### config.mk
export PLATFORM = sky130hd
export DESIGN_NAME = afu
export DESIGN_NICKNAME = d
export VERILOG_FILES = /design/src/bsp_pkg.sv /design/src/kernel_pkg.sv /design/src/bsp_csr.sv /design/src/kernel_cmd_fifo.sv /design/src/kernel_engine.sv /design/src/afu.sv
export VERILOG_INCLUDE_DIRS = /design/src
export SDC_FILE = /design/constraint.sdc
export NUM_CORES = 1
export LEC_CHECK = 0
export ABC_AREA = 1
export BUFFER_PORTS_ARGS = -buffer_cell sky130_fd_sc_hd__buf_2
export CORE_MARGIN = 2
export CORE_UTILIZATION = 50
export DETAILED_ROUTE_END_ITERATION = 8
export PLACE_DENSITY = 0.72
export SYNTH_ARGS = -nofsm -noshare
export SYNTH_HDL_FRONTEND = slang
export SYNTH_SLANG_ARGS = --single-unit
### constraint.sdc
create_clock -name clk -period 5.8 [get_ports clk]
set_clock_uncertainty 0.2 [all_clocks]
set_input_delay 1.16 -clock clk [delete_from_list [all_inputs] [get_ports clk]]
set_output_delay 1.16 -clock clk [all_outputs]
set_load 0.01 [all_outputs]
### src/afu_defines.svh
////////////////////
// Widths, queue depth and APB register map of the accelerator shell
// AFU_CMD_DEPTH must be a power of two
////////////////////
`ifndef AFU_DEFINES_SVH
`define AFU_DEFINES_SVH

`define AFU_APB_ADDR_W  8
`define AFU_APB_DATA_W  32
`define AFU_OPND_W      16
`define AFU_TAG_W       4
`define AFU_CMD_DEPTH   4

// Register offsets
`define AFU_REG_CTRL    8'h00
`define AFU_REG_ARG_A   8'h04
`define AFU_REG_ARG_B   8'h08
`define AFU_REG_LAUNCH  8'h0C
`define AFU_REG_STATUS  8'h10
`define AFU_REG_RESULT  8'h14
`define AFU_REG_RES_TAG 8'h18

`endif

### src/bsp_pkg.sv
////////////////////
// Host side APB types
// Requests come from the host, responses from the design
////////////////////
`default_nettype none

`include "afu_defines.svh"

package bsp_pkg;

    typedef logic [`AFU_APB_ADDR_W-1:0] apb_addr_t;
    typedef logic [`AFU_APB_DATA_W-1:0] apb_data_t;

    // Driven by the host
    typedef struct packed {
        apb_addr_t paddr;
        logic      psel;
        logic      penable;
        logic      pwrite;
        apb_data_t pwdata;
    } apb_req_t;

    // Driven by the register block
    typedef struct packed {
        apb_data_t prdata;
        logic      pready;
        logic      pslverr;
    } apb_rsp_t;

endpackage : bsp_pkg

`default_nettype wire

### src/kernel_pkg.sv
////////////////////
// Kernel command, result and state types
// All arithmetic wraps at the operand width
////////////////////
`default_nettype none

`include "afu_defines.svh"

package kernel_pkg;

    typedef logic [`AFU_OPND_W-1:0] opnd_t;
    typedef logic [`AFU_TAG_W-1:0] tag_t;
    // Holds 0 to AFU_CMD_DEPTH inclusive
    typedef logic [$clog2(`AFU_CMD_DEPTH+1)-1:0] level_t;

    typedef enum logic [1:0] {
        OP_ADD = 2'd0,
        OP_SUB = 2'd1,
        OP_XOR = 2'd2,
        OP_MUL = 2'd3
    } kernel_op_e;

    typedef struct packed {
        kernel_op_e op;
        opnd_t      arg_a;
        opnd_t      arg_b;
        tag_t       tag;
    } kernel_cmd_t;

    typedef struct packed {
        opnd_t result;
        tag_t  tag;
    } kernel_res_t;

    typedef enum logic [1:0] {
        ENG_IDLE,
        ENG_EXEC,
        ENG_MUL
    } engine_state_e;

endpackage : kernel_pkg

`default_nettype wire

### src/bsp_csr.sv
////////////////////
// APB register block, zero wait states
// A launch into a full queue is dropped and answered with pslverr
////////////////////
`timescale 1ns/1ns
`default_nettype none

`include "afu_defines.svh"

module bsp_csr (
    input  logic                    clk,
    input  logic                    rst_n,
    input  bsp_pkg::apb_req_t       apb_req,
    output bsp_pkg::apb_rsp_t       apb_rsp,
    output logic                    push_valid,
    output kernel_pkg::kernel_cmd_t push_cmd,
    input  logic                    full,
    input  kernel_pkg::level_t      level,
    output logic                    run_enable,
    input  logic                    done_valid,
    input  kernel_pkg::kernel_res_t done_res
);

    logic               access;
    logic               wr_access;
    logic               launch_wr;
    logic               addr_hit;
    bsp_pkg::apb_data_t rd_data;

    logic               ctrl_en;
    kernel_pkg::opnd_t  arg_a;
    kernel_pkg::opnd_t  arg_b;
    kernel_pkg::opnd_t  last_result;
    kernel_pkg::tag_t   last_tag;
    // Completed command count, STATUS bits 15:0
    logic [15:0]        done_cnt;

    assign access    = apb_req.psel && apb_req.penable;
    assign wr_access = access && apb_req.pwrite;
    assign launch_wr = wr_access && (apb_req.paddr == `AFU_REG_LAUNCH);

    // Address decode and read mux
    always_comb begin
        addr_hit = 1'b1;
        rd_data  = '0;
        case (apb_req.paddr)
            `AFU_REG_CTRL:    rd_data = bsp_pkg::apb_data_t'(ctrl_en);
            `AFU_REG_ARG_A:   rd_data = bsp_pkg::apb_data_t'(arg_a);
            `AFU_REG_ARG_B:   rd_data = bsp_pkg::apb_data_t'(arg_b);
            `AFU_REG_LAUNCH:  rd_data = '0;
            `AFU_REG_STATUS:  rd_data = bsp_pkg::apb_data_t'({level, done_cnt});
            `AFU_REG_RESULT:  rd_data = bsp_pkg::apb_data_t'(last_result);
            `AFU_REG_RES_TAG: rd_data = bsp_pkg::apb_data_t'(last_tag);
            default:          addr_hit = 1'b0;
        endcase
    end

    assign apb_rsp.prdata  = rd_data;
    assign apb_rsp.pready  = 1'b1;
    assign apb_rsp.pslverr = access && (!addr_hit || (launch_wr && full));

    // Command goes into the queue at the access edge
    assign push_valid = launch_wr && !full;

    always_comb begin
        push_cmd.op    = kernel_pkg::kernel_op_e'(apb_req.pwdata[1:0]);
        push_cmd.arg_a = arg_a;
        push_cmd.arg_b = arg_b;
        push_cmd.tag   = apb_req.pwdata[7:4];
    end

    assign run_enable = ctrl_en;

    // Host writable registers
    always_ff @(posedge clk or negedge rst_n) begin
        if (!rst_n) begin
            ctrl_en <= 1'b0;
            arg_a   <= '0;
            arg_b   <= '0;
        end else if (wr_access) begin
            case (apb_req.paddr)
                `AFU_REG_CTRL:  ctrl_en <= apb_req.pwdata[0];
                `AFU_REG_ARG_A: arg_a   <= apb_req.pwdata[`AFU_OPND_W-1:0];
                `AFU_REG_ARG_B: arg_b   <= apb_req.pwdata[`AFU_OPND_W-1:0];
                default: ;
            endcase
        end
    end

    // Completion capture from the kernel
    always_ff @(posedge clk or negedge rst_n) begin
        if (!rst_n) begin
            done_cnt    <= '0;
            last_result <= '0;
            last_tag    <= '0;
        end else if (done_valid) begin
            done_cnt    <= done_cnt + 1'b1;
            last_result <= done_res.result;
            last_tag    <= done_res.tag;
        end
    end

endmodule : bsp_csr

`default_nettype wire

### src/kernel_cmd_fifo.sv
////////////////////
// First-word-fall-through command queue
// Depth from AFU_CMD_DEPTH, a power of two
////////////////////
`timescale 1ns/1ns
`default_nettype none

`include "afu_defines.svh"

module kernel_cmd_fifo (
    input  logic                    clk,
    input  logic                    rst_n,
    input  logic                    push_valid,
    input  kernel_pkg::kernel_cmd_t push_cmd,
    output logic                    full,
    output kernel_pkg::level_t      level,
    output logic                    pop_valid,
    output kernel_pkg::kernel_cmd_t pop_cmd,
    input  logic                    pop_ready
);

    localparam int PTR_W = $clog2(`AFU_CMD_DEPTH);

    kernel_pkg::kernel_cmd_t mem [`AFU_CMD_DEPTH];
    logic [PTR_W-1:0]        wr_ptr;
    logic [PTR_W-1:0]        rd_ptr;
    kernel_pkg::level_t      count;
    logic                    do_push;
    logic                    do_pop;

    assign full      = (count == kernel_pkg::level_t'(`AFU_CMD_DEPTH));
    assign pop_valid = (count != '0);
    assign level     = count;
    // Head entry is visible without a read strobe
    assign pop_cmd   = mem[rd_ptr];

    assign do_push = push_valid && !full;
    assign do_pop  = pop_valid && pop_ready;

    always_ff @(posedge clk) begin
        if (do_push) begin
            mem[wr_ptr] <= push_cmd;
        end
    end

    // Pointers wrap naturally at the power-of-two depth
    always_ff @(posedge clk or negedge rst_n) begin
        if (!rst_n) begin
            wr_ptr <= '0;
            rd_ptr <= '0;
            count  <= '0;
        end else begin
            if (do_push) begin
                wr_ptr <= wr_ptr + 1'b1;
            end
            if (do_pop) begin
                rd_ptr <= rd_ptr + 1'b1;
            end
            case ({do_push, do_pop})
                2'b10:   count <= count + 1'b1;
                2'b01:   count <= count - 1'b1;
                default: ;
            endcase
        end
    end

endmodule : kernel_cmd_fifo

`default_nettype wire

### src/kernel_engine.sv
////////////////////
// One command at a time, MUL by 16 shift-add steps
// Completion pulse is one cycle wide
////////////////////
`timescale 1ns/1ns
`default_nettype none

`include "afu_defines.svh"

module kernel_engine (
    input  logic                    clk,
    input  logic                    rst_n,
    input  logic                    run_enable,
    input  logic                    pop_valid,
    input  kernel_pkg::kernel_cmd_t pop_cmd,
    output logic                    pop_ready,
    output logic                    done_valid,
    output kernel_pkg::kernel_res_t done_res
);

    localparam int STEP_W = $clog2(`AFU_OPND_W);
    localparam logic [STEP_W-1:0] LAST_STEP = STEP_W'(`AFU_OPND_W - 1);

    kernel_pkg::engine_state_e state;
    logic [STEP_W-1:0]         step;
    logic                      take;
    kernel_pkg::opnd_t         alu_res;
    kernel_pkg::opnd_t         mcand;
    kernel_pkg::opnd_t         mplier;
    kernel_pkg::opnd_t         acc;
    kernel_pkg::opnd_t         acc_next;
    kernel_pkg::opnd_t         res_q;
    kernel_pkg::tag_t          tag_q;

    // Hold off while a MUL completion is still on the output
    assign pop_ready = (state == kernel_pkg::ENG_IDLE) && run_enable && !done_valid;
    assign take      = pop_valid && pop_ready;

    // Single cycle ops, wrapping
    always_comb begin
        case (pop_cmd.op)
            kernel_pkg::OP_ADD: alu_res = pop_cmd.arg_a + pop_cmd.arg_b;
            kernel_pkg::OP_SUB: alu_res = pop_cmd.arg_a - pop_cmd.arg_b;
            kernel_pkg::OP_XOR: alu_res = pop_cmd.arg_a ^ pop_cmd.arg_b;
            default:            alu_res = '0;
        endcase
    end

    assign acc_next = mplier[0] ? acc + mcand : acc;
    assign done_res = '{result: res_q, tag: tag_q};

    always_ff @(posedge clk or negedge rst_n) begin
        if (!rst_n) begin
            state      <= kernel_pkg::ENG_IDLE;
            step       <= '0;
            done_valid <= 1'b0;
        end else begin
            done_valid <= 1'b0;
            case (state)
                kernel_pkg::ENG_IDLE: begin
                    if (take && pop_cmd.op == kernel_pkg::OP_MUL) begin
                        state <= kernel_pkg::ENG_MUL;
                        step  <= '0;
                    end else if (take) begin
                        state      <= kernel_pkg::ENG_EXEC;
                        done_valid <= 1'b1;
                    end
                end
                kernel_pkg::ENG_EXEC: state <= kernel_pkg::ENG_IDLE;
                kernel_pkg::ENG_MUL: begin
                    step <= step + 1'b1;
                    if (step == LAST_STEP) begin
                        state      <= kernel_pkg::ENG_IDLE;
                        done_valid <= 1'b1;
                    end
                end
                default: state <= kernel_pkg::ENG_IDLE;
            endcase
        end
    end

    // Datapath, low half of the product builds up in acc
    always_ff @(posedge clk) begin
        if (take) begin
            tag_q  <= pop_cmd.tag;
            res_q  <= alu_res;
            mcand  <= pop_cmd.arg_a;
            mplier <= pop_cmd.arg_b;
            acc    <= '0;
        end else if (state == kernel_pkg::ENG_MUL) begin
            mcand  <= mcand << 1;
            mplier <= mplier >> 1;
            acc    <= acc_next;
            res_q  <= acc_next;
        end
    end

endmodule : kernel_engine

`default_nettype wire

### src/afu.sv
////////////////////
// Accelerator shell top, single clock and reset
// Kernel starts paused until CTRL bit 0 is set
////////////////////
`timescale 1ns/1ns
`default_nettype none

module afu (
    input  logic              clk,
    input  logic              rst_n,
    input  bsp_pkg::apb_req_t apb_req,
    output bsp_pkg::apb_rsp_t apb_rsp
);

    logic                    push_valid;
    kernel_pkg::kernel_cmd_t push_cmd;
    logic                    full;
    kernel_pkg::level_t      level;
    logic                    pop_valid;
    kernel_pkg::kernel_cmd_t pop_cmd;
    logic                    pop_ready;
    logic                    run_enable;
    logic                    done_valid;
    kernel_pkg::kernel_res_t done_res;

    // Host registers, command producer
    bsp_csr u_bsp_csr (
        .clk,
        .rst_n,
        .apb_req,
        .apb_rsp,
        .push_valid,
        .push_cmd,
        .full,
        .level,
        .run_enable,
        .done_valid,
        .done_res
    );

    kernel_cmd_fifo u_cmd_fifo (
        .clk,
        .rst_n,
        .push_valid,
        .push_cmd,
        .full,
        .level,
        .pop_valid,
        .pop_cmd,
        .pop_ready
    );

    kernel_engine u_kernel (
        .clk,
        .rst_n,
        .run_enable,
        .pop_valid,
        .pop_cmd,
        .pop_ready,
        .done_valid,
        .done_res
    );

endmodule : afu

`default_nettype wire

[Yosys cells after proc, flatten, opt, wreduce, memory -nomap -nowiden]
Memories as Yosys holds them, arrays and structs flattened.
Cells that the tools add are included.
Cells by class
  muxes and demuxes: 23
  reductions and logical operators: 28
  bitwise operators: 1
  add/sub/neg operators: 9
  equality and inequality tests: 17
Operators by type and width (count)
  $pmux 19 s6: 1
  $mux 16: 7
  $pmux 16 s3: 1
  $add 16x16->16: 2
  $eq 8x5->1 const B: 3
  $add 16x1->16 const B: 1
  $eq 8x4->1 const B: 2
  $sub 16x16->16: 1
  $xor 16x16->16: 1
  $logic_and 1x1->1: 11
  $reduce_and 2->1: 5
  $eq 2x2->1 const B: 4
  $eq 8x3->1 const B: 1
  $logic_not 8->1: 1
  $pmux 4 s2: 1
  $reduce_or 7->1: 1
  $mux 1: 6
  $mux 2: 3
  $pmux 3 s2: 1
  $reduce_bool 2->1: 3
  $add 2x1->2 const B: 2
  $add 4x1->4 const B: 1
  $eq 2x1->1 const B: 2
  $eq 4x4->1 const B: 1
  other kinds (13): 16
Word-level totals
  bits in writable memories: 152
  flip-flop bits (word level): 151
  logic and storage cells: 96
  memories: 1
  input port bits: 45
Memories
  u_cmd_fifo.mem: words 4, width 38, rd ports 1, clocked after memory_dff 0, wr ports 1, RTL line kernel_cmd_fifo.sv:24  | kernel_pkg::kernel_cmd_t mem [`AFU_CMD_DEPTH];

[Depth between registers and ports, before layout]
Gate-level depths: netlist of the first run.
  depth in word-level cells: 7
  mapped depth: 27
  depth with buffers taken out: 25

[Modules after synthesis]
A second synthesis of the first run with hierarchy kept.
Unflattened totals
  cell total of the unflattened synthesis: 1714
  area, all modules: 16121.7 sq um
By module, submodules not included
  kernel_cmd_fifo: cells an instance 503, area each 6836.6 sq um, times used 1, seq. area each 4739.5 sq um
  kernel_engine: cells an instance 757, area each 5476.5 sq um, times used 1, seq. area each 2057.0 sq um
  bsp_csr: cells an instance 454, area each 3808.7 sq um, times used 1, seq. area each 1726.7 sq um

[Least setup slack after synthesis of the first run]
Ideal clock, no wire load.
  path type: input-to-reg
  start: in apb_req[40] (netlist bit)
  end: mem u_cmd_fifo.mem[0][0] (netlist bit) (enable)
  path slack: 1.486 ns
  data arrival time: 3.681 ns
  stages on the path: 7
  required time: 5.167 ns
  buffers on the path: 0
  cells stage by stage: nor2_1 nand2_1 nor2_1 inv_1 nor4_1 nand3b_1 nor2_1
On the way
  longest elaborated chain between the ends: 6
Ends and longest elaborated chain
  start: declaration: RTL line afu.sv:11  | input bsp_pkg::apb_req_t apb_req,
  $eq 8x4->1 (no source line)
  $logic_and 1x1->1: RTL line bsp_csr.sv:40  | assign launch_wr = wr_access && (apb_req.paddr == `AFU_REG_LAUNCH);
  $logic_and 1x1->1: RTL line bsp_csr.sv:63  | assign push_valid = launch_wr && !full;
  $logic_and 1x1->1: RTL line kernel_cmd_fifo.sv:37  | assign do_push = push_valid && !full;
  $mux 1: RTL line kernel_cmd_fifo.sv:41  | if (do_push) begin
  $mux 1 (not written as such): RTL line kernel_cmd_fifo.sv:42  | mem[wr_ptr] <= push_cmd;
  end: declaration: RTL line kernel_cmd_fifo.sv:24
No other way between the ends.

==> results of run 1 <==
registers in the layout (all words and copies together), names as in the netlist, 3 cells and up:
register,flops
u_kernel.tag_q,4
u_bsp_csr.last_tag,4
u_bsp_csr.done_cnt,16
u_kernel.mcand,16
u_cmd_fifo.mem,152
u_cmd_fifo.level,3
u_bsp_csr.arg_a,16
u_bsp_csr.arg_b,16
u_kernel.acc,16
u_kernel.res_q,16
u_kernel.step,4
u_kernel.mplier,16
u_bsp_csr.last_result,16
Yosys cell counts, drive strengths merged (2+ instances only):
library cell,n,area [µm²]
nand4,7,43.8
a32oi,4,42.6
nand3b,3,35.0
conb,2,7.51
nor2,101,402
nand2,388,1500
a31oi,8,50.1
o21ai,185,930
o211ai,2,15.0
edfxtp,204,6130
dfrtp,83,2080
dfxtp,16,320
a21boi,10,75.1
a21o,5,37.5
inv,144,548
fa,3,60.1
ha,38,475
or2,9,56.3
o21bai,5,37.5
nand3,87,440
o22ai,20,151
o2111ai,9,78.8
clkinv,2,7.51
xor2,35,307
a221oi,5,43.8
a21oi,55,279
buf,43,342
nor3,14,103
xnor2,6,60.1
and2,2,15.0
clkbuf,27,101
power by group through the flow:
stage | combinational, µW | sequential (µW) | clock [µW]
2_1_floorplan | 2560 | 2660 | 0
3_3_place_gp | 3120 | 2710 | 0
3_5_place_dp | 3210 | 2710 | 0
4_1_cts | 3230 | 2670 | 1970
5_1_grt | 3690 | 2700 | 2060
6_report | 3270 | 2680 | 1950
cell families (layout without fill, tap and decap cells):
kind of cell / after synthesis / in the layout / synth area share
AND/OR/NAND/NOR: 613 / 613 / 0.176
AO/OA/AOI/OAI: 314 / 314 / 0.121
flip-flops: 303 / 303 / 0.575
buffers and inverters: 216 / 265 / 0.0673
adder cells (fa/ha/maj): 41 / 41 / 0.0361
XOR/XNOR: 41 / 41 / 0.0247
other: 2 / 14 / 0.000506
multiplexers: 1 / 1 / 0.000675
worst reg2reg max path: cells and delay by family (launching register included):
kind	cells	cell delay (ns)
compound gates	5	0.93
fa+ha+maj	1	0.31
flops	1	0.40
simple gates	11	1.11
xor+xnor	1	0.17
buf+inv	3	0.92
layout make-up:
class,instances,share of cell area
Sequential cell,303,0.523
Multi-Input combinational cell,1024,0.331
Clock buffer,46,0.0529
Inverter,146,0.0341
Tap cell,390,0.0299
Timing Repair Buffer,63,0.0218
Clock inverter,10,0.00783
worst max path at each step:
stage	start	to	slack, ns	cells after the start
2_1_floorplan	apb_req[40]	u_cmd_fifo.mem[0][0]$_DFFE_PP_	1.49	7
3_3_place_gp	apb_req[36]	apb_rsp[14]	1.49	9
3_5_place_dp	apb_req[36]	apb_rsp[14]	1.47	9
4_1_cts	apb_req[36]	apb_rsp[14]	1.45	9
5_1_grt	apb_req[36]	apb_rsp[14]	1.23	9
6_report	apb_req[36]	apb_rsp[14]	1.41	9
metrics by stage:
stage | instances | utilization | setup slack, ns | instance area [µm²] | power (µW)
6_report | 1982 | 0.555 | 1.41 | 16300 | 7890
5_1_grt | 1982 | 0.555 | 1.23 | 16300 | 8450
4_1_cts | 1982 | 0.555 | 1.45 | 16300 | 7870
3_5_place_dp | 1926 | 0.521 | 1.47 | 15300 | 5920
3_3_place_gp | 1926 | 0.521 | 1.49 | 15300 | 5830
2_1_floorplan | 1543 | - | 1.49 | 14900 | 5220
metal layers:
metal / wire (µm) / GRT usage / part of all wire
met5: 0 / 0 / 0
met2: 16700 / 0.384 / 0.48
met1: 15100 / 0.309 / 0.43
met3: 2480 / 0.0366 / 0.071
met4: 806 / 0.0572 / 0.023
==> flow_summary.yaml, run 1 <==
setup_path:
  r2r_start: "u_cmd_fifo.rd_ptr[0]$_DFFE_PN0P_"
  slowest_stage: "nand2_1"
  cp.required_ns: 4.44
  cp.arrival_ns: 3.03
  critPathTopFamily: "simple AND/OR/NAND/NOR gates"
  path_cells: "buf_2 > nor2_1 > inv_1 > nor3_2 > nand2_1 > o21ai_0 > a21oi_1 > o21ai_0 > buf_2"
  reg2reg_to: "u_kernel.res_q[15]$_DFFE_PP_"
  rrSetupSlack_ns: 1.61
  start_kind: "input port"
  reg2reg_depth: 21
  end_kind: "primary output"
  cp_num_buf_inv: 3
  path_class: "input port to primary output"
  crit_fanout: 15
  max_stage_delay_ns: 0.40
grt:
  grt_pass1_wl_um: 55600
  grt_max_degree: 79
  antenna_found_initial: 0
  overflow: 0
  grt_usage: 0.227
  grt_pass1_vias: 10400
clocking:
  postCtsResizedCells: 0
  cts_setup_buffers: 0
  cts_tree: "built"
  htree_levels: 1
  cts_buffers: 30
  cts-hold-fix-buffers: 0
  clock-sinks: 303
  clkTransAtPathRegs_ns: 0.06
  cts-root-buf: "clkbuf_16"
  clk_path_buf_depth: 3
  insertion_delay_ns: 0.56
timing:
  tns_ns: 0
  maxSlewViolCount: 0
  slew_headroom: 0.231
  max_freq_mhz: 228
  tightest_slew_ns: 1.15
  rsz0062_at_grt: "no"
  setup_viol: 0
  min_period_over_period: 0.757
  holdWs_ns: 0.263
  period_needed_ns: 4.39
  hold_violations: 0
placed_design:
  gp_congestion: 0.891
  dpl.hpwl_um: 23700
  portBuffers: 48
power_and_ir_drop:
  power.internal_uw: 4780
  clkPwrFrac: 0.247
  power_leakage_uw: 0.00704
  irDropWorstVdd_mv: 0.288
  pwr-share-seq: 0.339
  switchingPower_uw: 3110
  netSwitchingFraction: 0.395
  combPwrFrac: 0.414
  power_density_nw_per_um2: 484
route:
  drtPass1Iterations: 7
  drt_iter0_markers: 1005
  vias_per_cell: 5.43
  drt_wl_total_um: 35200
  ant_nets: 0
  wire_per_inst_um: 17.7
  remaining_drc_errors: 0
  vias: 10800
hold_path:
  min_path_cells: 2
  hp-class: "flip-flop to flip-flop"
  hp-start: "u_kernel.tag_q[1]$_DFFE_PP_"
  holdPathEnd: "u_bsp_csr.last_tag[1]$_DFFE_PN0P_"
logic_synthesis:
  ys_ff_latch: 303
  syn_inst: 1531
  synth-edff-count: 204
  ys_types: 64
  synthFlopType: "edfxtp_1"
  syn_area_um2: 14800
  yosysWarnings: 0
  synth-seq-area-share: 0.575
  async_flop_share: 0.274
  syn_avg_cell_area_um2: 9.69
cells_and_area:
  layout_common_cells: "nand2_1 (375), edfxtp_1 (204), o21ai_0 (160)"
  syn_to_final_growth_pct: 9.90
  final_common_cell: "nand2_1"
  num_antenna_cells: 0
  fillers: 2535
  multi_input_area_um2: 5390
  seq_area_um2: 8520
  layout.nets: 1654
  drive_gt1_frac: 0.102
floorplan:
  dieHeight_um: 176
  core-area_um2: 29400
  rows: 63
  pin_count: 79
  die_w_um: 176
  dieArea_um2: 31100
  initial_core_util: 0.505
run:
  cap_violations: 0
run_status:
  status: "finished, final reports clean"
(Power assumes the default switching activity.)
==> run 2: changes to the inputs <==
--- a/config.mk
+++ b/config.mk
@@ -6,12 +6,12 @@
 export SDC_FILE = /design/constraint.sdc
 export NUM_CORES = 1
 export LEC_CHECK = 0
-export ABC_AREA = 1
+export ABC_AREA = 0
 export BUFFER_PORTS_ARGS = -buffer_cell sky130_fd_sc_hd__buf_2
 export CORE_MARGIN = 2
 export CORE_UTILIZATION = 50
 export DETAILED_ROUTE_END_ITERATION = 8
-export PLACE_DENSITY = 0.72
+export PLACE_DENSITY = 0.75
 export SYNTH_ARGS = -nofsm -noshare
 export SYNTH_HDL_FRONTEND = slang
 export SYNTH_SLANG_ARGS = --single-unit
==> constraint.sdc (replaced) <==
create_clock -name clk -period 3.82 [get_ports clk]
set_clock_uncertainty 0.2 [all_clocks]
set_input_delay 0.764 -clock clk [delete_from_list [all_inputs] [get_ports clk]]
set_output_delay 0.764 -clock clk [all_outputs]
set_load 0.01 [all_outputs]
==> flow_summary.yaml, run 2 <==
power_and_ir_drop:
  irDropWorstVdd_mv: 0.403
  switchingPower_uw: 1340
  clkPwrFrac: 0.452
  combPwrFrac: 0.023
  power_density_nw_per_um2: 395
  pwr-share-seq: 0.524
  power_leakage_uw: 0.00701
  netSwitchingFraction: 0.200
  power.internal_uw: 5350
route:
  remaining_drc_errors: 0
  top_layer: "met5"
  vias: 9471
  wire_per_inst_um: 20.5
  drtPass1Iterations: 5
  drt_wl_total_um: 33300
  drt-met1-wl_um: 13600
  drt_iter0_markers: 880
  wl_met3_um: 2540
  vias_per_cell: 5.83
  ant_nets: 0
  wl_met2_um: 16500
logic_synthesis:
  synth-seq-area-share: 0.601
  async_flop_share: 0.274
  synth-edff-count: 204
  ys_types: 64
  synth-xor-area-share: 0.0426
  synthFlopType: "edfxtp_1"
  yosys.area.top_type_share: 0.432
  ys_ff_latch: 303
  synth_top_family_by_area: "multiplexers"
  synth-simple-area-share: 0.0933
  synth_compound_area_frac: 0.0796
  synth_adder_area_share: 0.0377
  synthMuxAreaShare: 0.119
  synthTopCellsByArea: "edfxtp_1 (43%), dfrtp_1 (15%), mux4_2 (5.4%)"
  syn_area_um2: 14200
  synth_largest_area_cell: "edfxtp_1"
  syn_avg_cell_area_um2: 13.3
  syn_inst: 1066
  netlist_top_cells_count: "edfxtp_1 (204), nand2_1 (149), dfrtp_1 (83)"
  yosysWarnings: 0
  synthMostInstantiatedCell: "edfxtp_1"
grt:
  grt_pass1_wl_um: 50900
  grt_pass1_vias: 9328
  grt_usage: 0.224
  antenna_found_initial: 2
  grt_max_degree: 68
  overflow: 0
timing:
  period_needed_ns: 4.19
  rsz0062_at_grt: "yes"
  min_period_over_period: 1.10
  max_freq_mhz: 238
  slew_headroom: 0.375
  setup_viol: 8
  hold_violations: 0
  layout_setup_ws_ns: -0.375
  maxSlewViolCount: 0
  tightest_slew_ns: 0.938
floorplan:
  die_w_um: 172
  dieArea_um2: 29700
  dieHeight_um: 172
  core-area_um2: 27900
  rows: 61
  pin_count: 79
  initial_core_util: 0.509
cells_and_area:
  final_common_cell: "edfxtp_1"
  instances_no_fill: 1625
  fillers: 2045
  layout.nets: 1309
  layout_common_cells: "edfxtp_1 (204), nand2_1 (148), buf_4 (104)"
  drive_gt1_frac: 0.294
  syn_to_final_growth_pct: 19.4
  largest_reg_flops: 152
  top_register: "u_cmd_fifo.mem"
  num_antenna_cells: 0
placed_design:
  portBuffers: 48
  gp_congestion: 0.838
  dpl.cell_count: 1545
  dpl.hpwl_um: 21800
  post-place-ws_ns: -0.456
setup_path:
  crit_fanout: 5
  cp.required_ns: 3.93
  start_kind: "flip-flop"
  path_class: "flip-flop to flip-flop"
  end_kind: "flip-flop"
  cp.arrival_ns: 4.31
run_status:
  status: "complete, but fails checks"
  failed_checks: "negative setup slack"
clocking:
  clk_path_buf_depth: 3
  cts_buffers: 30
  clkTransAtPathRegs_ns: 0.06
  cts-hold-fix-buffers: 0
  insertion_delay_ns: 0.56
  htree_levels: 1
  clock-sinks: 303
  cts_tree: "built"
  cts-root-buf: "clkbuf_16"
run:
  cap_violations: 0
hold_path:
  hp-class: "input port to asynchronous set/reset pin"
## run 2: metrics by stage
| stage | setup TNS (ns) | utilization | power, µW | area [µm²] | hold slack, ns |
|---|---|---|---|---|---|
| floorplan | -0.853 | - | 3650 | 14300 | 0.246 |
| global placement | -1.77 | 0.557 | 3710 | 15500 | 0.258 |
| detailed placement | -2.22 | 0.557 | 3720 | 15500 | 0.264 |
| CTS | -1.48 | 0.605 | 6720 | 16800 | 0.175 |
| global route | -3.03 | 0.608 | 6870 | 16900 | 0.236 |
| finish | -1.60 | 0.608 | 6690 | 16900 | 0.166 |
## run 2: final timing paths
check	startpoint	to	slack [ns]	depth (start not counted)
min in group clk	apb_req[9]	u_bsp_csr.arg_a[9]$_DFFE_PN0P_	0.25	2
min reg2reg	u_kernel.tag_q[2]$_DFFE_PP_	u_bsp_csr.last_tag[2]$_DFFE_PN0P_	0.28	1
min	rst_n	u_cmd_fifo.wr_ptr[0]$_DFFE_PN0P_	0.17	1
max in group asynchronous	rst_n	u_bsp_csr.arg_b[10]$_DFFE_PN0P_	2.55	2
max	u_cmd_fifo.rd_ptr[0]$_DFFE_PN0P_	u_kernel.res_q[15]$_DFFE_PP_	-0.37	16
max reg2reg	u_cmd_fifo.rd_ptr[0]$_DFFE_PN0P_	u_kernel.res_q[15]$_DFFE_PP_	-0.37	16
## run 2: power groups by stage
stage / Clock, µW / Combinational (µW) / Sequential (µW)
floorplan: 0 / 84.8 / 3570
global placement: 0 / 140 / 3570
global route: 3190 / 173 / 3510
detailed placement: 0 / 144 / 3580
CTS: 3060 / 152 / 3510
finish: 3030 / 156 / 3510
## run 2: metal layers
metal / vias to the layer above / GRT usage
met2: 399 / 0.378
met1: 4735 / 0.304
met4: 2 / 0.0607
li1: 4275 / -
met5: - / 0
met3: 60 / 0.0352
## run 2: kinds of logic after synthesis
logic type / Yosys count
xor gates and xnor gates: 69
adders and majority gates: 41
muxes: 113
DFF: 303
AOI/OAI and AO/OA: 172
other: 2
buffers and inverters: 78
and+or+nand+nor: 288
## run 2: layout make-up
type | instances | area (µm²) | area share
multi-input combinational | 697 | 5600 | 0.330
timing repair buffer | 167 | 1240 | 0.0732
clock inverter | 17 | 196 | 0.0116
sequential | 303 | 8520 | 0.503
inverter | 24 | 90.1 | 0.00532
clock buffer | 39 | 826 | 0.0487
tap | 378 | 473 | 0.0279
## run 2: what timing repair did
item / 4_1_cts / 5_1_grt
pin swaps: 33 / 29
buffers inserted: 18 / 9
resized for setup: 45 / 26
endpoints found under the setup margin: 9 / 11
## run 2: worst max-delay path, stage by stage (launching register included)
cell and delay (ns):
dfrtp_2 0.39, buf_6 0.13, mux4_2 0.56, nor4_4 0.36, and2_4 0.22, nand3_4 0.08, o41ai_4 0.23, xor2_1 0.21
ha_1 0.29, a21oi_2 0.14, nor2b_1 0.06, or3_1 0.32, o22ai_2 0.11, a21oi_2 0.08, xnor2_1 0.14, o211a_1 0.21
o31a_1 0.23
==> run 3: changes to the inputs <==
--- a/config.mk
+++ b/config.mk
@@ -12,6 +12,7 @@
 export CORE_UTILIZATION = 50
 export DETAILED_ROUTE_END_ITERATION = 8
 export PLACE_DENSITY = 0.75
+export RECOVER_POWER = 100
 export SYNTH_ARGS = -nofsm -noshare
 export SYNTH_HDL_FRONTEND = slang
 export SYNTH_SLANG_ARGS = --single-unit
==> flow_summary.yaml, run 3 (synthesis gave the netlist of run 2 again) <==
route:
  wl_met2_um: 16500
  drtPass1Iterations: 5
  top_layer: "met5"
  wl_met3_um: 2340
  wire_per_inst_um: 20.5
  vias: 9433
  drt-met1-wl_um: 13700
  vias_per_cell: 5.80
  remaining_drc_errors: 0
  drt_iter0_markers: 834
  ant_nets: 0
  drt_wl_total_um: 33300
floorplan:
  dieHeight_um: 172
  initial_core_util: 0.509
  dieArea_um2: 29700
  die_w_um: 172
  pin_count: 79
  rows: 61
  core-area_um2: 27900
timing:
  slew_headroom: -0.260
  maxSlewViolCount: 95
  layout_setup_ws_ns: -0.370
  rsz0062_at_grt: "yes"
  hold_violations: 0
  max_freq_mhz: 239
  period_needed_ns: 4.19
  min_period_over_period: 1.10
  holdWs_ns: 0.252
  tightest_slew_ns: 1.89
  setup_viol: 21
cells_and_area:
  syn_to_final_growth_pct: 18.3
  largest_reg_flops: 152
  top_register: "u_cmd_fifo.mem"
  fillers: 2071
  postLayoutCellArea_um2: 16800
  drive_gt1_frac: 0.273
  final_common_cell: "edfxtp_1"
  num_antenna_cells: 0
  layout_common_cells: "edfxtp_1 (204), nand2_1 (149), buf_4 (89)"
  layout.nets: 1309
power_and_ir_drop:
  power.internal_uw: 5350
  combPwrFrac: 0.023
  pwr-share-seq: 0.525
  switchingPower_uw: 1340
  netSwitchingFraction: 0.200
  power_leakage_uw: 0.00691
  clkPwrFrac: 0.453
  irDropWorstVdd_mv: 0.403
  power_density_nw_per_um2: 398
  total_power_uw: 6690
placed_design:
  gp_congestion: 0.838
  portBuffers: 48
  dpl.hpwl_um: 21800
  dpl_cell_area_um2: 15500
clocking:
  clkTransAtPathRegs_ns: 0.06
  cts_tree: "built"
  cts_buffers: 30
  clk_path_buf_depth: 3
  cts-root-buf: "clkbuf_16"
  clock-sinks: 303
  htree_levels: 1
  insertion_delay_ns: 0.56
setup_path:
  cp.arrival_ns: 4.30
  start_kind: "flip-flop"
  crit_fanout: 5
  end_kind: "flip-flop"
  path_common_cell: "a21oi_2"
  path_cells: "buf_6 > mux4_2 > nor4_4 > and2_4 > nand3_4 > o41ai_4 > xor2_1 > ha_1 > a21oi_2 > nor2b_1 > or3_1 > o22ai_2 > a21oi_2 > xnor2_1 > o211a_1 > o31a_1"
  path_class: "flip-flop to flip-flop"
  cp.required_ns: 3.93
  max_stage_delay_ns: 0.56
  slowest_stage: "mux4_2"
grt:
  grt_max_degree: 68
  overflow: 0
  antenna_found_initial: 2
  grt_usage: 0.224
  grt_pass1_wl_um: 50900
  grt_pass1_vias: 9328
hold_path:
  hp-class: "input port to flip-flop"
run:
  cap_violations: 2
run_status:
  status: "complete, but fails checks"
  failed_checks: "max-capacitance violations, max-slew violations, negative setup slack"
==> run 3: metrics by stage <==
stage                     setup slack (ns)  TNS, ns  utilization  instances
final                               -0.370    -2.16        0.603       1625
after CTS                           -0.439    -1.48        0.605       1619
after detailed placement            -0.456    -2.22        0.557       1545
after global routing                -0.564    -5.57        0.603       1625
after floorplan                     -0.323   -0.853            -       1078
after global placement              -0.414    -1.77        0.557       1545
==> run 3: layer usage <==
layer	GRT usage	vias up
met5	0	-
met4	0.0607	2
met3	0.0352	61
met2	0.378	381
met1	0.304	4719
li1	-	4270
==> run 3: final timing paths <==
kind	from	to	slack (ns)	cells after the start
worst max register to register	u_cmd_fifo.rd_ptr[0]$_DFFE_PN0P_	u_kernel.res_q[15]$_DFFE_PP_	-0.37	16
worst max-delay path	u_cmd_fifo.rd_ptr[0]$_DFFE_PN0P_	u_kernel.res_q[15]$_DFFE_PP_	-0.37	16
worst min register to register	u_kernel.tag_q[2]$_DFFE_PP_	u_bsp_csr.last_tag[2]$_DFFE_PN0P_	0.28	1
min in group asynchronous	rst_n	u_cmd_fifo.wr_ptr[0]$_DFFE_PN0P_	0.53	1
worst min-delay path	apb_req[9]	u_bsp_csr.arg_a[9]$_DFFE_PN0P_	0.25	2
max in group asynchronous	rst_n	u_bsp_csr.arg_b[10]$_DFFE_PN0P_	1.63	2
==> run 3: worst max-delay path, delay by kind of cell (launching register included) <==
kind | cells | cell delay (ns)
fa+ha+maj | 1 | 0.29
flops | 1 | 0.39
simple gates | 5 | 1.04
buf+inv | 1 | 0.13
xor+xnor | 2 | 0.35
compound gates | 6 | 1.00
mux | 1 | 0.56
==> run 3: area by class of cell <==
class / instances / area [µm²] / share of cell area
inverter: 24 / 90.1 / 0.00537
sequential: 303 / 8520 / 0.508
multi-input combinational: 697 / 5570 / 0.332
tap: 378 / 473 / 0.0282
clock inverter: 17 / 196 / 0.0117
timing repair buffer: 167 / 1110 / 0.0660
clock buffer: 39 / 826 / 0.0492
==> run 3: power by group through the flow <==
stage	Sequential [µW]	Clock, µW	Combinational [µW]
finish	3510	3030	153
global route	3510	3190	170
CTS	3510	3060	152
detailed placement	3580	0	144
global placement	3570	0	140
floorplan	3570	0	84.8
==> run 3: timing repair <==
| action | in CTS | in global routing |
|---|---|---|
| endpoints found under the setup margin | 9 | 11 |
| pin swaps | 33 | 29 |
| resized for setup | 45 | 26 |
| hold buffers | 0 | 0 |
| cloned | 0 | 0 |
| buffers inserted | 18 | 9 |
